## src/rv_pkg.sv

```systemverilog
package rv_pkg;

    localparam int unsigned XLEN       = 32;
    localparam int unsigned REG_ADDR_W = 5;

    localparam logic [XLEN-1:0] RESET_PC = 32'h0000_0000;

    // major opcode field, instr[6:0]
    typedef enum logic [6:0] {
        OPC_LUI    = 7'b0110111,
        OPC_OP_IMM = 7'b0010011,
        OPC_OP     = 7'b0110011,
        OPC_LOAD   = 7'b0000011,
        OPC_STORE  = 7'b0100011,
        OPC_BRANCH = 7'b1100011,
        OPC_JAL    = 7'b1101111
    } opcode_e;

    typedef enum logic [0:0] {
        EXEC_RUN      = 1'b0,
        EXEC_WAIT_MEM = 1'b1
    } exec_state_e;

    typedef enum logic [1:0] {
        ARB_IDLE  = 2'd0,
        ARB_FETCH = 2'd1,
        ARB_DATA  = 2'd2
    } arb_state_e;

endpackage
```

## src/rv_core.sv

```systemverilog
`timescale 1ns/1ps

module rv_core (
    input  logic                    clk,
    input  logic                    rst_n_i,
    output logic                    wb_cyc_o,
    output logic                    wb_stb_o,
    output logic                    wb_we_o,
    output logic [rv_pkg::XLEN-1:0] wb_adr_o,
    output logic [rv_pkg::XLEN-1:0] wb_dat_o,
    input  logic [rv_pkg::XLEN-1:0] wb_dat_i,
    input  logic                    wb_ack_i
);

    // fetch side
    logic                          fetch_req, fetch_ack;
    logic [rv_pkg::XLEN-1:0]       fetch_adr, fetch_rdata;
    logic                          instr_valid, instr_take, redirect;
    logic [rv_pkg::XLEN-1:0]       instr, instr_pc, redirect_pc;

    // data side
    logic                          data_req, data_we, data_ack;
    logic [rv_pkg::XLEN-1:0]       data_adr, data_wdata, data_rdata;
    logic                          mem_start, mem_we, mem_done;
    logic [rv_pkg::XLEN-1:0]       mem_adr, mem_wdata, mem_rdata;

    logic [rv_pkg::REG_ADDR_W-1:0] rs1_addr, rs2_addr, rf_waddr;
    logic [rv_pkg::XLEN-1:0]       rs1_data, rs2_data, rf_wdata;
    logic                          rf_we;

    fetch_unit fetch_ins (
        .clk(clk), .rst_n_i(rst_n_i),
        .instr_take_i(instr_take), .redirect_i(redirect), .redirect_pc_i(redirect_pc),
        .fetch_req_o(fetch_req), .fetch_adr_o(fetch_adr),
        .fetch_ack_i(fetch_ack), .fetch_rdata_i(fetch_rdata),
        .instr_valid_o(instr_valid), .instr_o(instr), .instr_pc_o(instr_pc)
    );

    exec_unit exec_ins (
        .clk(clk), .rst_n_i(rst_n_i),
        .instr_valid_i(instr_valid), .instr_i(instr), .instr_pc_i(instr_pc),
        .instr_take_o(instr_take), .redirect_o(redirect), .redirect_pc_o(redirect_pc),
        .rs1_addr_o(rs1_addr), .rs2_addr_o(rs2_addr),
        .rs1_data_i(rs1_data), .rs2_data_i(rs2_data),
        .rf_we_o(rf_we), .rf_waddr_o(rf_waddr), .rf_wdata_o(rf_wdata),
        .mem_start_o(mem_start), .mem_we_o(mem_we),
        .mem_adr_o(mem_adr), .mem_wdata_o(mem_wdata),
        .mem_done_i(mem_done), .mem_rdata_i(mem_rdata)
    );

    reg_file regs_ins (
        .clk(clk),
        .rs1_addr_i(rs1_addr), .rs2_addr_i(rs2_addr),
        .rs1_data_o(rs1_data), .rs2_data_o(rs2_data),
        .we_i(rf_we), .waddr_i(rf_waddr), .wdata_i(rf_wdata)
    );

    lsu lsu_ins (
        .clk(clk), .rst_n_i(rst_n_i),
        .mem_start_i(mem_start), .mem_we_i(mem_we),
        .mem_adr_i(mem_adr), .mem_wdata_i(mem_wdata),
        .mem_done_o(mem_done), .mem_rdata_o(mem_rdata),
        .data_req_o(data_req), .data_we_o(data_we),
        .data_adr_o(data_adr), .data_wdata_o(data_wdata),
        .data_ack_i(data_ack), .data_rdata_i(data_rdata)
    );

    bus_arbiter arb_ins (
        .clk(clk), .rst_n_i(rst_n_i),
        .fetch_req_i(fetch_req), .fetch_adr_i(fetch_adr),
        .fetch_ack_o(fetch_ack), .fetch_rdata_o(fetch_rdata),
        .data_req_i(data_req), .data_we_i(data_we),
        .data_adr_i(data_adr), .data_wdata_i(data_wdata),
        .data_ack_o(data_ack), .data_rdata_o(data_rdata),
        .wb_cyc_o(wb_cyc_o), .wb_stb_o(wb_stb_o), .wb_we_o(wb_we_o),
        .wb_adr_o(wb_adr_o), .wb_dat_o(wb_dat_o),
        .wb_dat_i(wb_dat_i), .wb_ack_i(wb_ack_i)
    );

endmodule

```

## src/bus_arbiter.sv

```systemverilog
`timescale 1ns/1ps

module bus_arbiter (
    input  logic                    clk,
    input  logic                    rst_n_i,
    input  logic                    fetch_req_i,
    input  logic [rv_pkg::XLEN-1:0] fetch_adr_i,
    output logic                    fetch_ack_o,
    output logic [rv_pkg::XLEN-1:0] fetch_rdata_o,
    input  logic                    data_req_i,
    input  logic                    data_we_i,
    input  logic [rv_pkg::XLEN-1:0] data_adr_i,
    input  logic [rv_pkg::XLEN-1:0] data_wdata_i,
    output logic                    data_ack_o,
    output logic [rv_pkg::XLEN-1:0] data_rdata_o,
    output logic                    wb_cyc_o,
    output logic                    wb_stb_o,
    output logic                    wb_we_o,
    output logic [rv_pkg::XLEN-1:0] wb_adr_o,
    output logic [rv_pkg::XLEN-1:0] wb_dat_o,
    input  logic [rv_pkg::XLEN-1:0] wb_dat_i,
    input  logic                    wb_ack_i
);

    rv_pkg::arb_state_e state_q;

    // owner requests are held stable, so the bus fields can be muxed
    assign wb_adr_o = (state_q == rv_pkg::ARB_DATA) ? data_adr_i : fetch_adr_i;
    assign wb_dat_o = data_wdata_i;
    assign wb_we_o  = (state_q == rv_pkg::ARB_DATA) && data_we_i;

    assign fetch_ack_o   = (state_q == rv_pkg::ARB_FETCH) && wb_ack_i;
    assign data_ack_o    = (state_q == rv_pkg::ARB_DATA) && wb_ack_i;
    assign fetch_rdata_o = wb_dat_i;
    assign data_rdata_o  = wb_dat_i;

    always_ff @(posedge clk) begin
        if (!rst_n_i) begin
            state_q  <= rv_pkg::ARB_IDLE;
            wb_cyc_o <= 1'b0;
            wb_stb_o <= 1'b0;
        end else if (state_q == rv_pkg::ARB_IDLE) begin
            // data first
            if (data_req_i) begin
                state_q <= rv_pkg::ARB_DATA;
            end else if (fetch_req_i) begin
                state_q <= rv_pkg::ARB_FETCH;
            end
            wb_cyc_o <= data_req_i || fetch_req_i;
            wb_stb_o <= data_req_i || fetch_req_i;
        end else if (wb_ack_i) begin
            state_q  <= rv_pkg::ARB_IDLE;
            wb_cyc_o <= 1'b0;
            wb_stb_o <= 1'b0;
        end
    end

    a_ack_in_cycle: assert property (@(posedge clk) disable iff (!rst_n_i)
        wb_ack_i |-> wb_cyc_o && wb_stb_o);

    a_bus_hold: assert property (@(posedge clk) disable iff (!rst_n_i)
        wb_stb_o && !wb_ack_i |=> $stable(wb_adr_o) && $stable(wb_we_o));

endmodule

```

## src/lsu.sv

```systemverilog
`timescale 1ns/1ps

module lsu (
    input  logic                    clk,
    input  logic                    rst_n_i,
    input  logic                    mem_start_i,
    input  logic                    mem_we_i,
    input  logic [rv_pkg::XLEN-1:0] mem_adr_i,
    input  logic [rv_pkg::XLEN-1:0] mem_wdata_i,
    output logic                    mem_done_o,
    output logic [rv_pkg::XLEN-1:0] mem_rdata_o,
    output logic                    data_req_o,
    output logic                    data_we_o,
    output logic [rv_pkg::XLEN-1:0] data_adr_o,
    output logic [rv_pkg::XLEN-1:0] data_wdata_o,
    input  logic                    data_ack_i,
    input  logic [rv_pkg::XLEN-1:0] data_rdata_i
);

    logic busy_q;
    logic done_q;

    assign data_req_o = busy_q;
    assign mem_done_o = done_q;

    always_ff @(posedge clk) begin
        if (!rst_n_i) begin
            busy_q <= 1'b0;
            done_q <= 1'b0;
        end else begin
            done_q <= busy_q && data_ack_i;
            if (mem_start_i) begin
                busy_q <= 1'b1;
            end else if (data_ack_i) begin
                busy_q <= 1'b0;
            end
        end
    end

    // access fields and load data
    always_ff @(posedge clk) begin
        if (mem_start_i) begin
            data_we_o    <= mem_we_i;
            data_adr_o   <= mem_adr_i;
            data_wdata_o <= mem_wdata_i;
        end
        if (busy_q && data_ack_i) begin
            mem_rdata_o <= data_rdata_i;
        end
    end

    a_start_when_idle: assert property (@(posedge clk) disable iff (!rst_n_i)
        mem_start_i |-> !busy_q);

endmodule

```

## src/exec_unit.sv

```systemverilog
`timescale 1ns/1ps

module exec_unit (
    input  logic                          clk,
    input  logic                          rst_n_i,
    input  logic                          instr_valid_i,
    input  logic [rv_pkg::XLEN-1:0]       instr_i,
    input  logic [rv_pkg::XLEN-1:0]       instr_pc_i,
    output logic                          instr_take_o,
    output logic                          redirect_o,
    output logic [rv_pkg::XLEN-1:0]       redirect_pc_o,
    output logic [rv_pkg::REG_ADDR_W-1:0] rs1_addr_o,
    output logic [rv_pkg::REG_ADDR_W-1:0] rs2_addr_o,
    input  logic [rv_pkg::XLEN-1:0]       rs1_data_i,
    input  logic [rv_pkg::XLEN-1:0]       rs2_data_i,
    output logic                          rf_we_o,
    output logic [rv_pkg::REG_ADDR_W-1:0] rf_waddr_o,
    output logic [rv_pkg::XLEN-1:0]       rf_wdata_o,
    output logic                          mem_start_o,
    output logic                          mem_we_o,
    output logic [rv_pkg::XLEN-1:0]       mem_adr_o,
    output logic [rv_pkg::XLEN-1:0]       mem_wdata_o,
    input  logic                          mem_done_i,
    input  logic [rv_pkg::XLEN-1:0]       mem_rdata_i
);

    rv_pkg::opcode_e         opcode;
    rv_pkg::exec_state_e     state_q, state_d;
    logic [2:0]              funct3;
    logic [rv_pkg::XLEN-1:0] imm_i, imm_s, imm_b, imm_u, imm_j;
    logic [rv_pkg::XLEN-1:0] op_b, alu_res;
    logic                    is_mem, writes_rd, br_taken, jump_taken;

    assign opcode     = rv_pkg::opcode_e'(instr_i[6:0]);
    assign funct3     = instr_i[14:12];
    assign rs1_addr_o = instr_i[19:15];
    assign rs2_addr_o = instr_i[24:20];
    assign rf_waddr_o = instr_i[11:7];

    assign imm_i = {{20{instr_i[31]}}, instr_i[31:20]};
    assign imm_s = {{20{instr_i[31]}}, instr_i[31:25], instr_i[11:7]};
    assign imm_b = {{19{instr_i[31]}}, instr_i[31], instr_i[7], instr_i[30:25],
                    instr_i[11:8], 1'b0};
    assign imm_u = {instr_i[31:12], 12'b0};
    assign imm_j = {{11{instr_i[31]}}, instr_i[31], instr_i[19:12], instr_i[20],
                    instr_i[30:21], 1'b0};

    assign op_b = (opcode == rv_pkg::OPC_OP) ? rs2_data_i : imm_i;

    always_comb begin
        case (funct3)
            3'b100:  alu_res = rs1_data_i ^ op_b;
            3'b110:  alu_res = rs1_data_i | op_b;
            3'b111:  alu_res = rs1_data_i & op_b;
            // sub only for register-register ops
            default: alu_res = (opcode == rv_pkg::OPC_OP && instr_i[30]) ?
                               rs1_data_i - op_b : rs1_data_i + op_b;
        endcase
    end

    // beq on funct3 000, bne on 001
    assign br_taken = (funct3 == 3'b000) ? (rs1_data_i == rs2_data_i) :
                      (funct3 == 3'b001) ? (rs1_data_i != rs2_data_i) : 1'b0;

    always_comb begin
        is_mem     = 1'b0;
        writes_rd  = 1'b0;
        jump_taken = 1'b0;
        rf_wdata_o = alu_res;
        case (opcode)
            rv_pkg::OPC_LUI: begin
                writes_rd  = 1'b1;
                rf_wdata_o = imm_u;
            end
            rv_pkg::OPC_OP_IMM, rv_pkg::OPC_OP: writes_rd = 1'b1;
            rv_pkg::OPC_LOAD: begin
                is_mem     = 1'b1;
                rf_wdata_o = mem_rdata_i;
            end
            rv_pkg::OPC_STORE:  is_mem = 1'b1;
            rv_pkg::OPC_BRANCH: jump_taken = br_taken;
            rv_pkg::OPC_JAL: begin
                writes_rd  = 1'b1;
                jump_taken = 1'b1;
                rf_wdata_o = instr_pc_i + 32'd4;
            end
            default: ;
        endcase
    end

    assign redirect_pc_o = instr_pc_i + ((opcode == rv_pkg::OPC_JAL) ? imm_j : imm_b);
    assign mem_we_o      = (opcode == rv_pkg::OPC_STORE);
    assign mem_adr_o     = rs1_data_i + (mem_we_o ? imm_s : imm_i);
    assign mem_wdata_o   = rs2_data_i;

    always_comb begin
        state_d      = state_q;
        instr_take_o = 1'b0;
        redirect_o   = 1'b0;
        rf_we_o      = 1'b0;
        mem_start_o  = 1'b0;
        case (state_q)
            rv_pkg::EXEC_RUN: begin
                if (instr_valid_i && is_mem) begin
                    mem_start_o = 1'b1;
                    state_d     = rv_pkg::EXEC_WAIT_MEM;
                end else if (instr_valid_i) begin
                    instr_take_o = 1'b1;
                    rf_we_o      = writes_rd;
                    redirect_o   = jump_taken;
                end
            end
            rv_pkg::EXEC_WAIT_MEM: begin
                if (mem_done_i) begin
                    instr_take_o = 1'b1;
                    rf_we_o      = ~mem_we_o;
                    state_d      = rv_pkg::EXEC_RUN;
                end
            end
            default: state_d = rv_pkg::EXEC_RUN;
        endcase
    end

    always_ff @(posedge clk) begin
        if (!rst_n_i) begin
            state_q <= rv_pkg::EXEC_RUN;
        end else begin
            state_q <= state_d;
        end
    end

    a_done_in_wait: assert property (@(posedge clk) disable iff (!rst_n_i)
        mem_done_i |-> state_q == rv_pkg::EXEC_WAIT_MEM);

endmodule

```

## src/fetch_unit.sv

```systemverilog
`timescale 1ns/1ps

module fetch_unit (
    input  logic                    clk,
    input  logic                    rst_n_i,
    input  logic                    instr_take_i,
    input  logic                    redirect_i,
    input  logic [rv_pkg::XLEN-1:0] redirect_pc_i,
    output logic                    fetch_req_o,
    output logic [rv_pkg::XLEN-1:0] fetch_adr_o,
    input  logic                    fetch_ack_i,
    input  logic [rv_pkg::XLEN-1:0] fetch_rdata_i,
    output logic                    instr_valid_o,
    output logic [rv_pkg::XLEN-1:0] instr_o,
    output logic [rv_pkg::XLEN-1:0] instr_pc_o
);

    logic                    buf_valid_q;
    logic [rv_pkg::XLEN-1:0] fetch_adr_q;
    logic [rv_pkg::XLEN-1:0] buf_instr_q;
    logic [rv_pkg::XLEN-1:0] buf_pc_q;

    // fetch whenever the buffer is empty
    assign fetch_req_o   = ~buf_valid_q;
    assign fetch_adr_o   = fetch_adr_q;
    assign instr_valid_o = buf_valid_q;
    assign instr_o       = buf_instr_q;
    assign instr_pc_o    = buf_pc_q;

    always_ff @(posedge clk) begin
        if (!rst_n_i) begin
            buf_valid_q <= 1'b0;
            fetch_adr_q <= rv_pkg::RESET_PC;
        end else begin
            if (fetch_ack_i) begin
                buf_valid_q <= 1'b1;
                fetch_adr_q <= fetch_adr_q + 32'd4;
            end
            // a redirect comes with a full buffer, never during a fetch
            if (redirect_i) begin
                buf_valid_q <= 1'b0;
                fetch_adr_q <= redirect_pc_i;
            end else if (instr_take_i) begin
                buf_valid_q <= 1'b0;
            end
        end
    end

    always_ff @(posedge clk) begin
        if (fetch_ack_i) begin
            buf_instr_q <= fetch_rdata_i;
            buf_pc_q    <= fetch_adr_q;
        end
    end

    a_fetch_hold: assert property (@(posedge clk) disable iff (!rst_n_i)
        fetch_req_o && !fetch_ack_i |=> fetch_req_o && $stable(fetch_adr_o));

endmodule

```

## src/reg_file.sv

```systemverilog
`timescale 1ns/1ps

module reg_file (
    input  logic                          clk,
    input  logic [rv_pkg::REG_ADDR_W-1:0] rs1_addr_i,
    input  logic [rv_pkg::REG_ADDR_W-1:0] rs2_addr_i,
    output logic [rv_pkg::XLEN-1:0]       rs1_data_o,
    output logic [rv_pkg::XLEN-1:0]       rs2_data_o,
    input  logic                          we_i,
    input  logic [rv_pkg::REG_ADDR_W-1:0] waddr_i,
    input  logic [rv_pkg::XLEN-1:0]       wdata_i
);

    logic [rv_pkg::XLEN-1:0] regs [2**rv_pkg::REG_ADDR_W];

    // x0 is hardwired to zero
    assign rs1_data_o = (rs1_addr_i == '0) ? '0 : regs[rs1_addr_i];
    assign rs2_data_o = (rs2_addr_i == '0) ? '0 : regs[rs2_addr_i];

    always_ff @(posedge clk) begin
        if (we_i && waddr_i != '0) begin
            regs[waddr_i] <= wdata_i;
        end
    end

endmodule

```

## config.mk

```make
export PLATFORM = sky130hd
export DESIGN_NAME = rv_core
export DESIGN_NICKNAME = d
export VERILOG_FILES = /design/src/rv_pkg.sv /design/src/rv_core.sv /design/src/bus_arbiter.sv /design/src/lsu.sv /design/src/exec_unit.sv /design/src/fetch_unit.sv /design/src/reg_file.sv
export SDC_FILE = /design/constraint.sdc
export NUM_CORES = 2
export LEC_CHECK = 0
export BUFFER_PORTS_ARGS = -buffer_cell sky130_fd_sc_hd__buf_2
export CAP_MARGIN = 0
export CORE_MARGIN = 3
export CORE_UTILIZATION = 64
export CTS_CLUSTER_SIZE = 30
export DETAILED_ROUTE_END_ITERATION = 8
export GPL_TIMING_DRIVEN = 1
export PLACE_DENSITY_LB_ADDON = 0.25
export SETUP_SLACK_MARGIN = 0.4
export SLEW_MARGIN = 0
export SYNTH_ARGS = -nofsm -noshare
export SYNTH_HDL_FRONTEND = slang
export SYNTH_HIERARCHICAL = 1
export SYNTH_SLANG_ARGS = --single-unit
```

## constraint.sdc

```tcl
create_clock -name clk -period 9.6 [get_ports clk]
set_input_delay 1.44 -clock clk [delete_from_list [all_inputs] [get_ports clk]]
set_output_delay 1.44 -clock clk [all_outputs]
set_load 0.01 [all_outputs]
```

After elaboration in Yosys (flattened, before gate mapping)
Memory sizes are Yosys's and may differ from the RTL's. A register that Yosys moved wholly into a read port is not among the register bits.
Index checks and enable logic that the tools add are counted.

word-level totals
  bits in registers = 200
  RAM bits = 1024
  memories = 1

cells by class
  add/subtract/negate cells = 6
  equality and inequality tests = 16
  muxes and demuxes = 43
  bitwise operators = 7
  reductions and logical operators = 20

memory list
  memory         words  bits a word  rd ports  clocked after Yosys merged registers in  wr ports  line            source
  regs_ins.regs  32     32           2         2                                        1         reg_file.sv:14  logic [rv_pkg::XLEN-1:0] regs [2**rv_pkg::REG_ADDR_W];

operator list
  cell                                                                   count
  32-bit two-way mux                                                     7
  32-bit case mux with 3 select lines                                    2
  32-bit adder                                                           3
  32-bit by 3-bit adder with 32-bit output, second input constant        2
  32-bit bitwise AND                                                     1
  32-bit equality test                                                   1
  32-bit != test                                                         1
  32-bit bitwise OR                                                      1
  32-bit subtractor                                                      1
  32-bit bitwise XOR                                                     1
  1-bit two-way mux                                                      22
  7-bit by 6-bit equality test with 1-bit output, second input constant  3
  20-bit two-way mux                                                     1
  5-bit two-way mux                                                      3
  7-bit equality test, second input constant                             2
  5-bit zero test                                                        2
  3-bit equality test, second input constant                             3
  2-bit two-way mux                                                      4
  1-bit case mux with 2 select lines                                     4
  7-bit by 2-bit equality test with 1-bit output, second input constant  1
  7-bit by 5-bit equality test with 1-bit output, second input constant  1
  1-bit logical AND                                                      7
  2-bit nonzero test                                                     3
  5-bit nonzero test                                                     1
  12 further kinds                                                       15

Logic depth before layout (Yosys ltp)
  depth after elaboration = 10
  gate-level depth with buffers = 30
  gate-level depth less buffers = 25

Cells and area by module
The synthesis kept the hierarchy.

by module, submodules not included
  module       times used  cells each  area an instance (um2)
  reg_file     1           2564        47904.7
  exec_unit    1           1426        9691.8
  fetch_unit   1           285         3719.8
  lsu          1           103         2981.6
  bus_arbiter  1           151         1425.1

Least setup slack after synthesis
Ideal clock, no wire load.

  path kind = reg2reg
  from = reg fetch_ins.buf_instr_q (netlist bit fetch_ins/instr_o[20])
  to = mem regs_ins/regs[0][29] in the netlist's numbering, data pin
  library setup time = 0.377 ns
  data arrival time = 6.329 ns
  required time = 9.223 ns
  setup slack = 2.894 ns
  cell stages (with the launch flop) = 26
  buffers on the path = 5
  period minus slack after synthesis = 6.706 ns
  cells stage by stage = edfxtp_1 buf_4 buf_6 buf_6 buf_2 mux4_2 a221oi_1 a211oi_1 or4_1 nor2_1 mux2i_1 a2111oi_4 nand2_1 nand2_1 xnor2_1 ha_1 clkbuf_1 a21o_1 a21o_1 a221oi_1 o22ai_1 nor2_1 nand2_1 a21oi_1 mux2_2 a21oi_1

on the way
  word-level cells in the longest chain between the ends = 7

RTL lines
  what                                                      line              source
  start: declaration                                        fetch_unit.sv:20  logic [rv_pkg::XLEN-1:0] buf_instr_q;
  start signal: assignment                                  fetch_unit.sv:51  buf_instr_q <= fetch_rdata_i;
  5-bit zero test (*)                                       reg_file.sv:18    assign rs2_data_o = (rs2_addr_i == '0) ? '0 : regs[rs2_addr_i];
  32-bit two-way mux (*)                                    reg_file.sv:18
  via rs2_data (one bit)                                    rv_core.sv:28     logic [rv_pkg::XLEN-1:0] rs1_data, rs2_data, rf_wdata;
  32-bit two-way mux (*)                                    exec_unit.sv:48   assign op_b = (opcode == rv_pkg::OPC_OP) ? rs2_data_i : imm_i;
  32-bit adder / 32-bit subtractor (equally long branches)  exec_unit.sv:57   rs1_data_i - op_b : rs1_data_i + op_b;
  32-bit two-way mux (*)                                    exec_unit.sv:56   default: alu_res = (opcode == rv_pkg::OPC_OP && instr_i[30]) ?
  32-bit case mux with 3 select lines (*)                   exec_unit.sv:51   case (funct3)
  32-bit case mux with 3 select lines (*)                   exec_unit.sv:70   case (opcode)
  via rf_wdata (one bit)                                    rv_core.sv:28
  end: declaration                                          reg_file.sv:14

The timed path passes the listed nets; every way through them passes the cells marked *.

Final worst setup path
  from = reg fetch_ins.buf_instr_q (netlist bit fetch_ins/instr_o[22])
  to = mem regs_ins/regs[13][29] in the netlist's numbering, data pin

Same word-level chain as after synthesis.

==> summary.md <==
| Metric | Value |
|---|---|
| Status | `complete, no violations` |
| Largest net degree at the start of global routing | `107` |
| Slew Viols, Final | `0` |
| Synth unique cells | `91` |
| GRT overflow | `0` |
| Hold Path Class | `register to register` |
| 1st-pass router iterations | `6` |
| TritonCTS clock tree | `yes` |
| Least-Margin Pin Slew | `1.45 ns` |
| Most used cell, CP | `nand2_1` |
| Initial antenna violation count | `7` |
| Number of remaining DRC errors | `0` |
| Hold-critical path depth | `0` |
| CP Launch Type | `register` |
| Setup Buffers After CTS | `0` |
| PwrDens | `181 nW/um^2` |
| CP max stage delay | `0.96 ns` |
| H-Tree Depth | `3` |
| RSZ-0062 raised after global routing | `false` |
| Crit path arrival time | `8.47 ns` |
| # hold bufs at CTS | `0` |
| Die area | `107000 sq um` |
| Tmin final | `approximately 8 ns` |
| Clk buf depth | `3` |
| DR iter-0 viols | `6895` |
| Lkg Pwr | `0.0248 uW` |
| Cell Chain, Critical Path | `buf_4, nor2b_4, buf_4, a221oi_1, a211oi_1, nor3_1, nand4_1, o21ai_0, nand2_1, nand2_1, xnor2_1, ha_1, a21o_1, a21o_1, a221oi_1, o22ai_1, nor2_1, nand2_1, a21oi_1, mux2_2, a21oi_2` |
| Area of the mapped netlist | `65700 sq um` |
| R2R cell count | `21` |
| Place WS | `around 1.8 ns` |
| Combined area of the multi-input logic cells | `27000 sq um` |
| Vias in the first global route | `43300` |
| Post-CTS resize count | `0` |
| TNS Setup | `0 ns` |
| Initial Util | `65.1%` |
| Root buffer cell | `clkbuf_16` |
| CORE AREA | `approximately 100000 sq um` |
| I/O Buffers | `101` |
| Vias per Instance | `between 7 and 8` |
| CTS clock-pin slew for the worst setup and hold paths | `0.06 ns` |
| Sequential share of the synthesized area | `55.3%` |
| #FFs+latches synth | `1224` |
| Max-Cap Viols | `0` |
| Fin Hold WS | `0.473 ns` |
| Sequential Area | `36400 sq um` |
| Post-route cell area | `around 70000 sq um` |
| Placed inst area | `just under 70000 sq um` |
| Total GRT Usage | `between 30% and 40%` |
| Synth warn | `6` |
| Worst Path Required | `9.94 ns` |
| Die Wd | `326 um` |
| Peak Freq | `123 MHz` |
| Die Y-Extent | `about 330 um` |
| Async set or reset register ratio after synthesis | `0%` |
| Syn-to-layout area delta | `8.57%` |
| Post-route ant nets | `0` |
| Drt total wl | `around 210 mm` |
| Placer Congestion | `1.01` |
| Site Rows | `116` |
| IO Count | `102` |
| Worst slew margin | `~3.3%` |
| Element type at the critical path end | `register` |
| Worst Path Max Fanout | `54` |
| Slack of the critical path | `1.48 ns` |
| Clk_skew | `0.0530 ns` |
| WS Path Type | `register to register` |
| Peak VDD IR | `0.181 mV` |
| Post-synth EDFFs | `approximately 1200` |
| Top FF cell, synth | `edfxtp_1` |
| Detailed placement HPWL | `129 mm` |
| Synth Instances | `4529` |
| # setup viols final | `0` |
| Via count | `44900` |
| Avg Cell Area, Syn | `14.5 sq um` |
| WL/cell | `around 35 um` |
| Sink Count | `1224` |
| Final hold violation count | `0` |
| Filler cell count | `between 6000 and 7000` |
| Final Cycle Share | `84.6%` |
| Final Net Count | `4719` |
| Slowest stage cell, crit path | `a21oi_2` |
| Total CTS buffers | `121` |
| Clk_lat worst skew | `0.75 ns` |
| Layout cell share with drive strength beyond 1 | `21.7%` |
| First-pass GRT wire length | `302 mm` |
## per-stage QoR
stage / power (uW) / cells / util [%]
CTS: 12800 / 5986 / 70.6
global route: 13200 / 5986 / 70.6
floorplan: 7500 / 4560 / -
global placement: 8070 / 5757 / 66.6
detailed placement: 8090 / 5757 / 66.6
finish: 12900 / 5987 / 70.6
## layout by cell type, fill, tap and decap left out, drive strengths merged, types with 15 or more instances in the layout
master	netlist	final
a211oi	74	74
a21o	40	40
a21oi	207	207
a221o	16	16
a221oi	73	73
a22o	15	15
a22oi	79	79
a311oi	33	33
and2	28	28
and3	19	19
buf	276	269
clkbuf	153	141
clkinv	2	54
conb	1	32
dfxtp	39	39
edfxtp	1185	1185
ha	158	158
inv	90	98
mux2	98	98
mux2i	337	337
mux4	352	352
nand2	256	256
nand2b	16	16
nand3	50	50
nand4	65	65
nor2	145	145
nor2b	59	59
nor3	23	23
nor4	17	17
o21a	19	19
o21ai	155	155
o221ai	69	69
o22ai	15	15
or3	15	15
xnor2	106	106
xor2	94	94
## power breakdown
| part | total (uW) | internal, uW | leakage (uW) | switching [uW] |
|---|---|---|---|---|
| logic | 1800 | 585 | 0.0118 | 1220 |
| clock network | 4830 | 2730 | 0.00194 | 2090 |
| registers | 6260 | 6210 | 0.0110 | 41.1 |
## flip-flops by register name, indices dropped and copies added, names as in the netlist, 2 cells and up
register               cells
fetch_ins/instr_pc_o      32
fetch_ins/instr_o         32
fetch_ins/fetch_adr_o     32
arb_ins/state_q            2
lsu_ins/data_adr_o        32
lsu_ins/mem_rdata_o       32
regs_ins/regs           1024
lsu_ins/data_wdata_o      32
## critical path, delay by kind of cell, from the launching register on
kind            cells  cell delay (ns)
compound gates      9             3.37
xor+xnor            1             0.18
fa+ha+maj           1             0.39
buf+inv             2             1.40
flops               1             0.44
mux                 1             0.36
simple gates        7             1.51
## routing by layer
metal / vias up / routed length, um / part of all wire, % / track usage [%]
li1: 18000 / - / - / -
met1: 22200 / 72600 / 34 / 52.4
met2: 3842 / 93700 / 44 / 58.5
met3: 823 / 30200 / 14 / 10.7
met4: 4 / 14300 / 6.8 / 22.0
met5: - / 32 / 0.015 / 0
## Yosys cell counts, types with 23 or more instances
| cell type | instances | area [sq um] |
|---|---|---|
| nand3_1 | 50 | 250 |
| a221oi_1 | 57 | 499 |
| inv_1 | 90 | 338 |
| o21ai_0 | 149 | 746 |
| a211oi_1 | 63 | 473 |
| a22oi_1 | 79 | 593 |
| o221ai_1 | 69 | 604 |
| xor2_1 | 94 | 823 |
| nor2_1 | 144 | 541 |
| mux2i_1 | 337 | 3370 |
| a21oi_1 | 207 | 1040 |
| a311oi_1 | 33 | 289 |
| and2_1 | 24 | 150 |
| mux4_2 | 316 | 7120 |
| ha_1 | 158 | 1980 |
| nand2_1 | 256 | 961 |
| dfxtp_1 | 39 | 781 |
| clkbuf_1 | 151 | 567 |
| nand4_1 | 64 | 400 |
| nor2b_1 | 58 | 363 |
| edfxtp_1 | 1185 | 35600 |
| mux4_1 | 36 | 946 |
| nor3_1 | 23 | 115 |
| buf_4 | 199 | 1490 |
| xnor2_1 | 106 | 928 |
| mux2_4 | 28 | 420 |
| mux2_2 | 70 | 788 |
| buf_2 | 54 | 270 |
| a21o_1 | 40 | 300 |
## final cells by class
cell class                 instances  area share [%]
multi-input combinational       2815            37.8
clock buffer                     141            4.41
timing repair buffer             269            2.67
sequential                      1224            51.0
inverter                          92           0.486
tap                             1357            2.38
antenna                            1         0.00351
clock inverter                    88            1.26
## worst paths after layout
path                                              start                           endpoint  slack [ns]
hold / removal    fetch_ins/fetch_adr_o[1]$_SDFFE_PN0P_  fetch_ins/instr_pc_o[1]$_DFFE_PP_        0.47
setup / recovery        fetch_ins/instr_o[22]$_DFFE_PP_    regs_ins/regs[13][29]$_DFFE_PP_        1.48
setup reg to reg        fetch_ins/instr_o[22]$_DFFE_PP_    regs_ins/regs[13][29]$_DFFE_PP_        1.48
hold reg to reg   fetch_ins/fetch_adr_o[1]$_SDFFE_PN0P_  fetch_ins/instr_pc_o[1]$_DFFE_PP_        0.47
## cell families (layout without fill, tap and decap cells)
group | count (synthesis) | in the layout | synth area share (%)
flops | 1224 | 1224 | 55.3
compound gates | 899 | 899 | 9.66
mux | 787 | 787 | 19.2
simple gates | 736 | 736 | 5.53
buf+inv | 521 | 590 | 4.47
xor+xnor | 200 | 200 | 2.67
fa+ha+maj | 161 | 161 | 3.10
other cells | 1 | 33 | 0.00571
No activity file was read; power rests on OpenSTA's default activity.
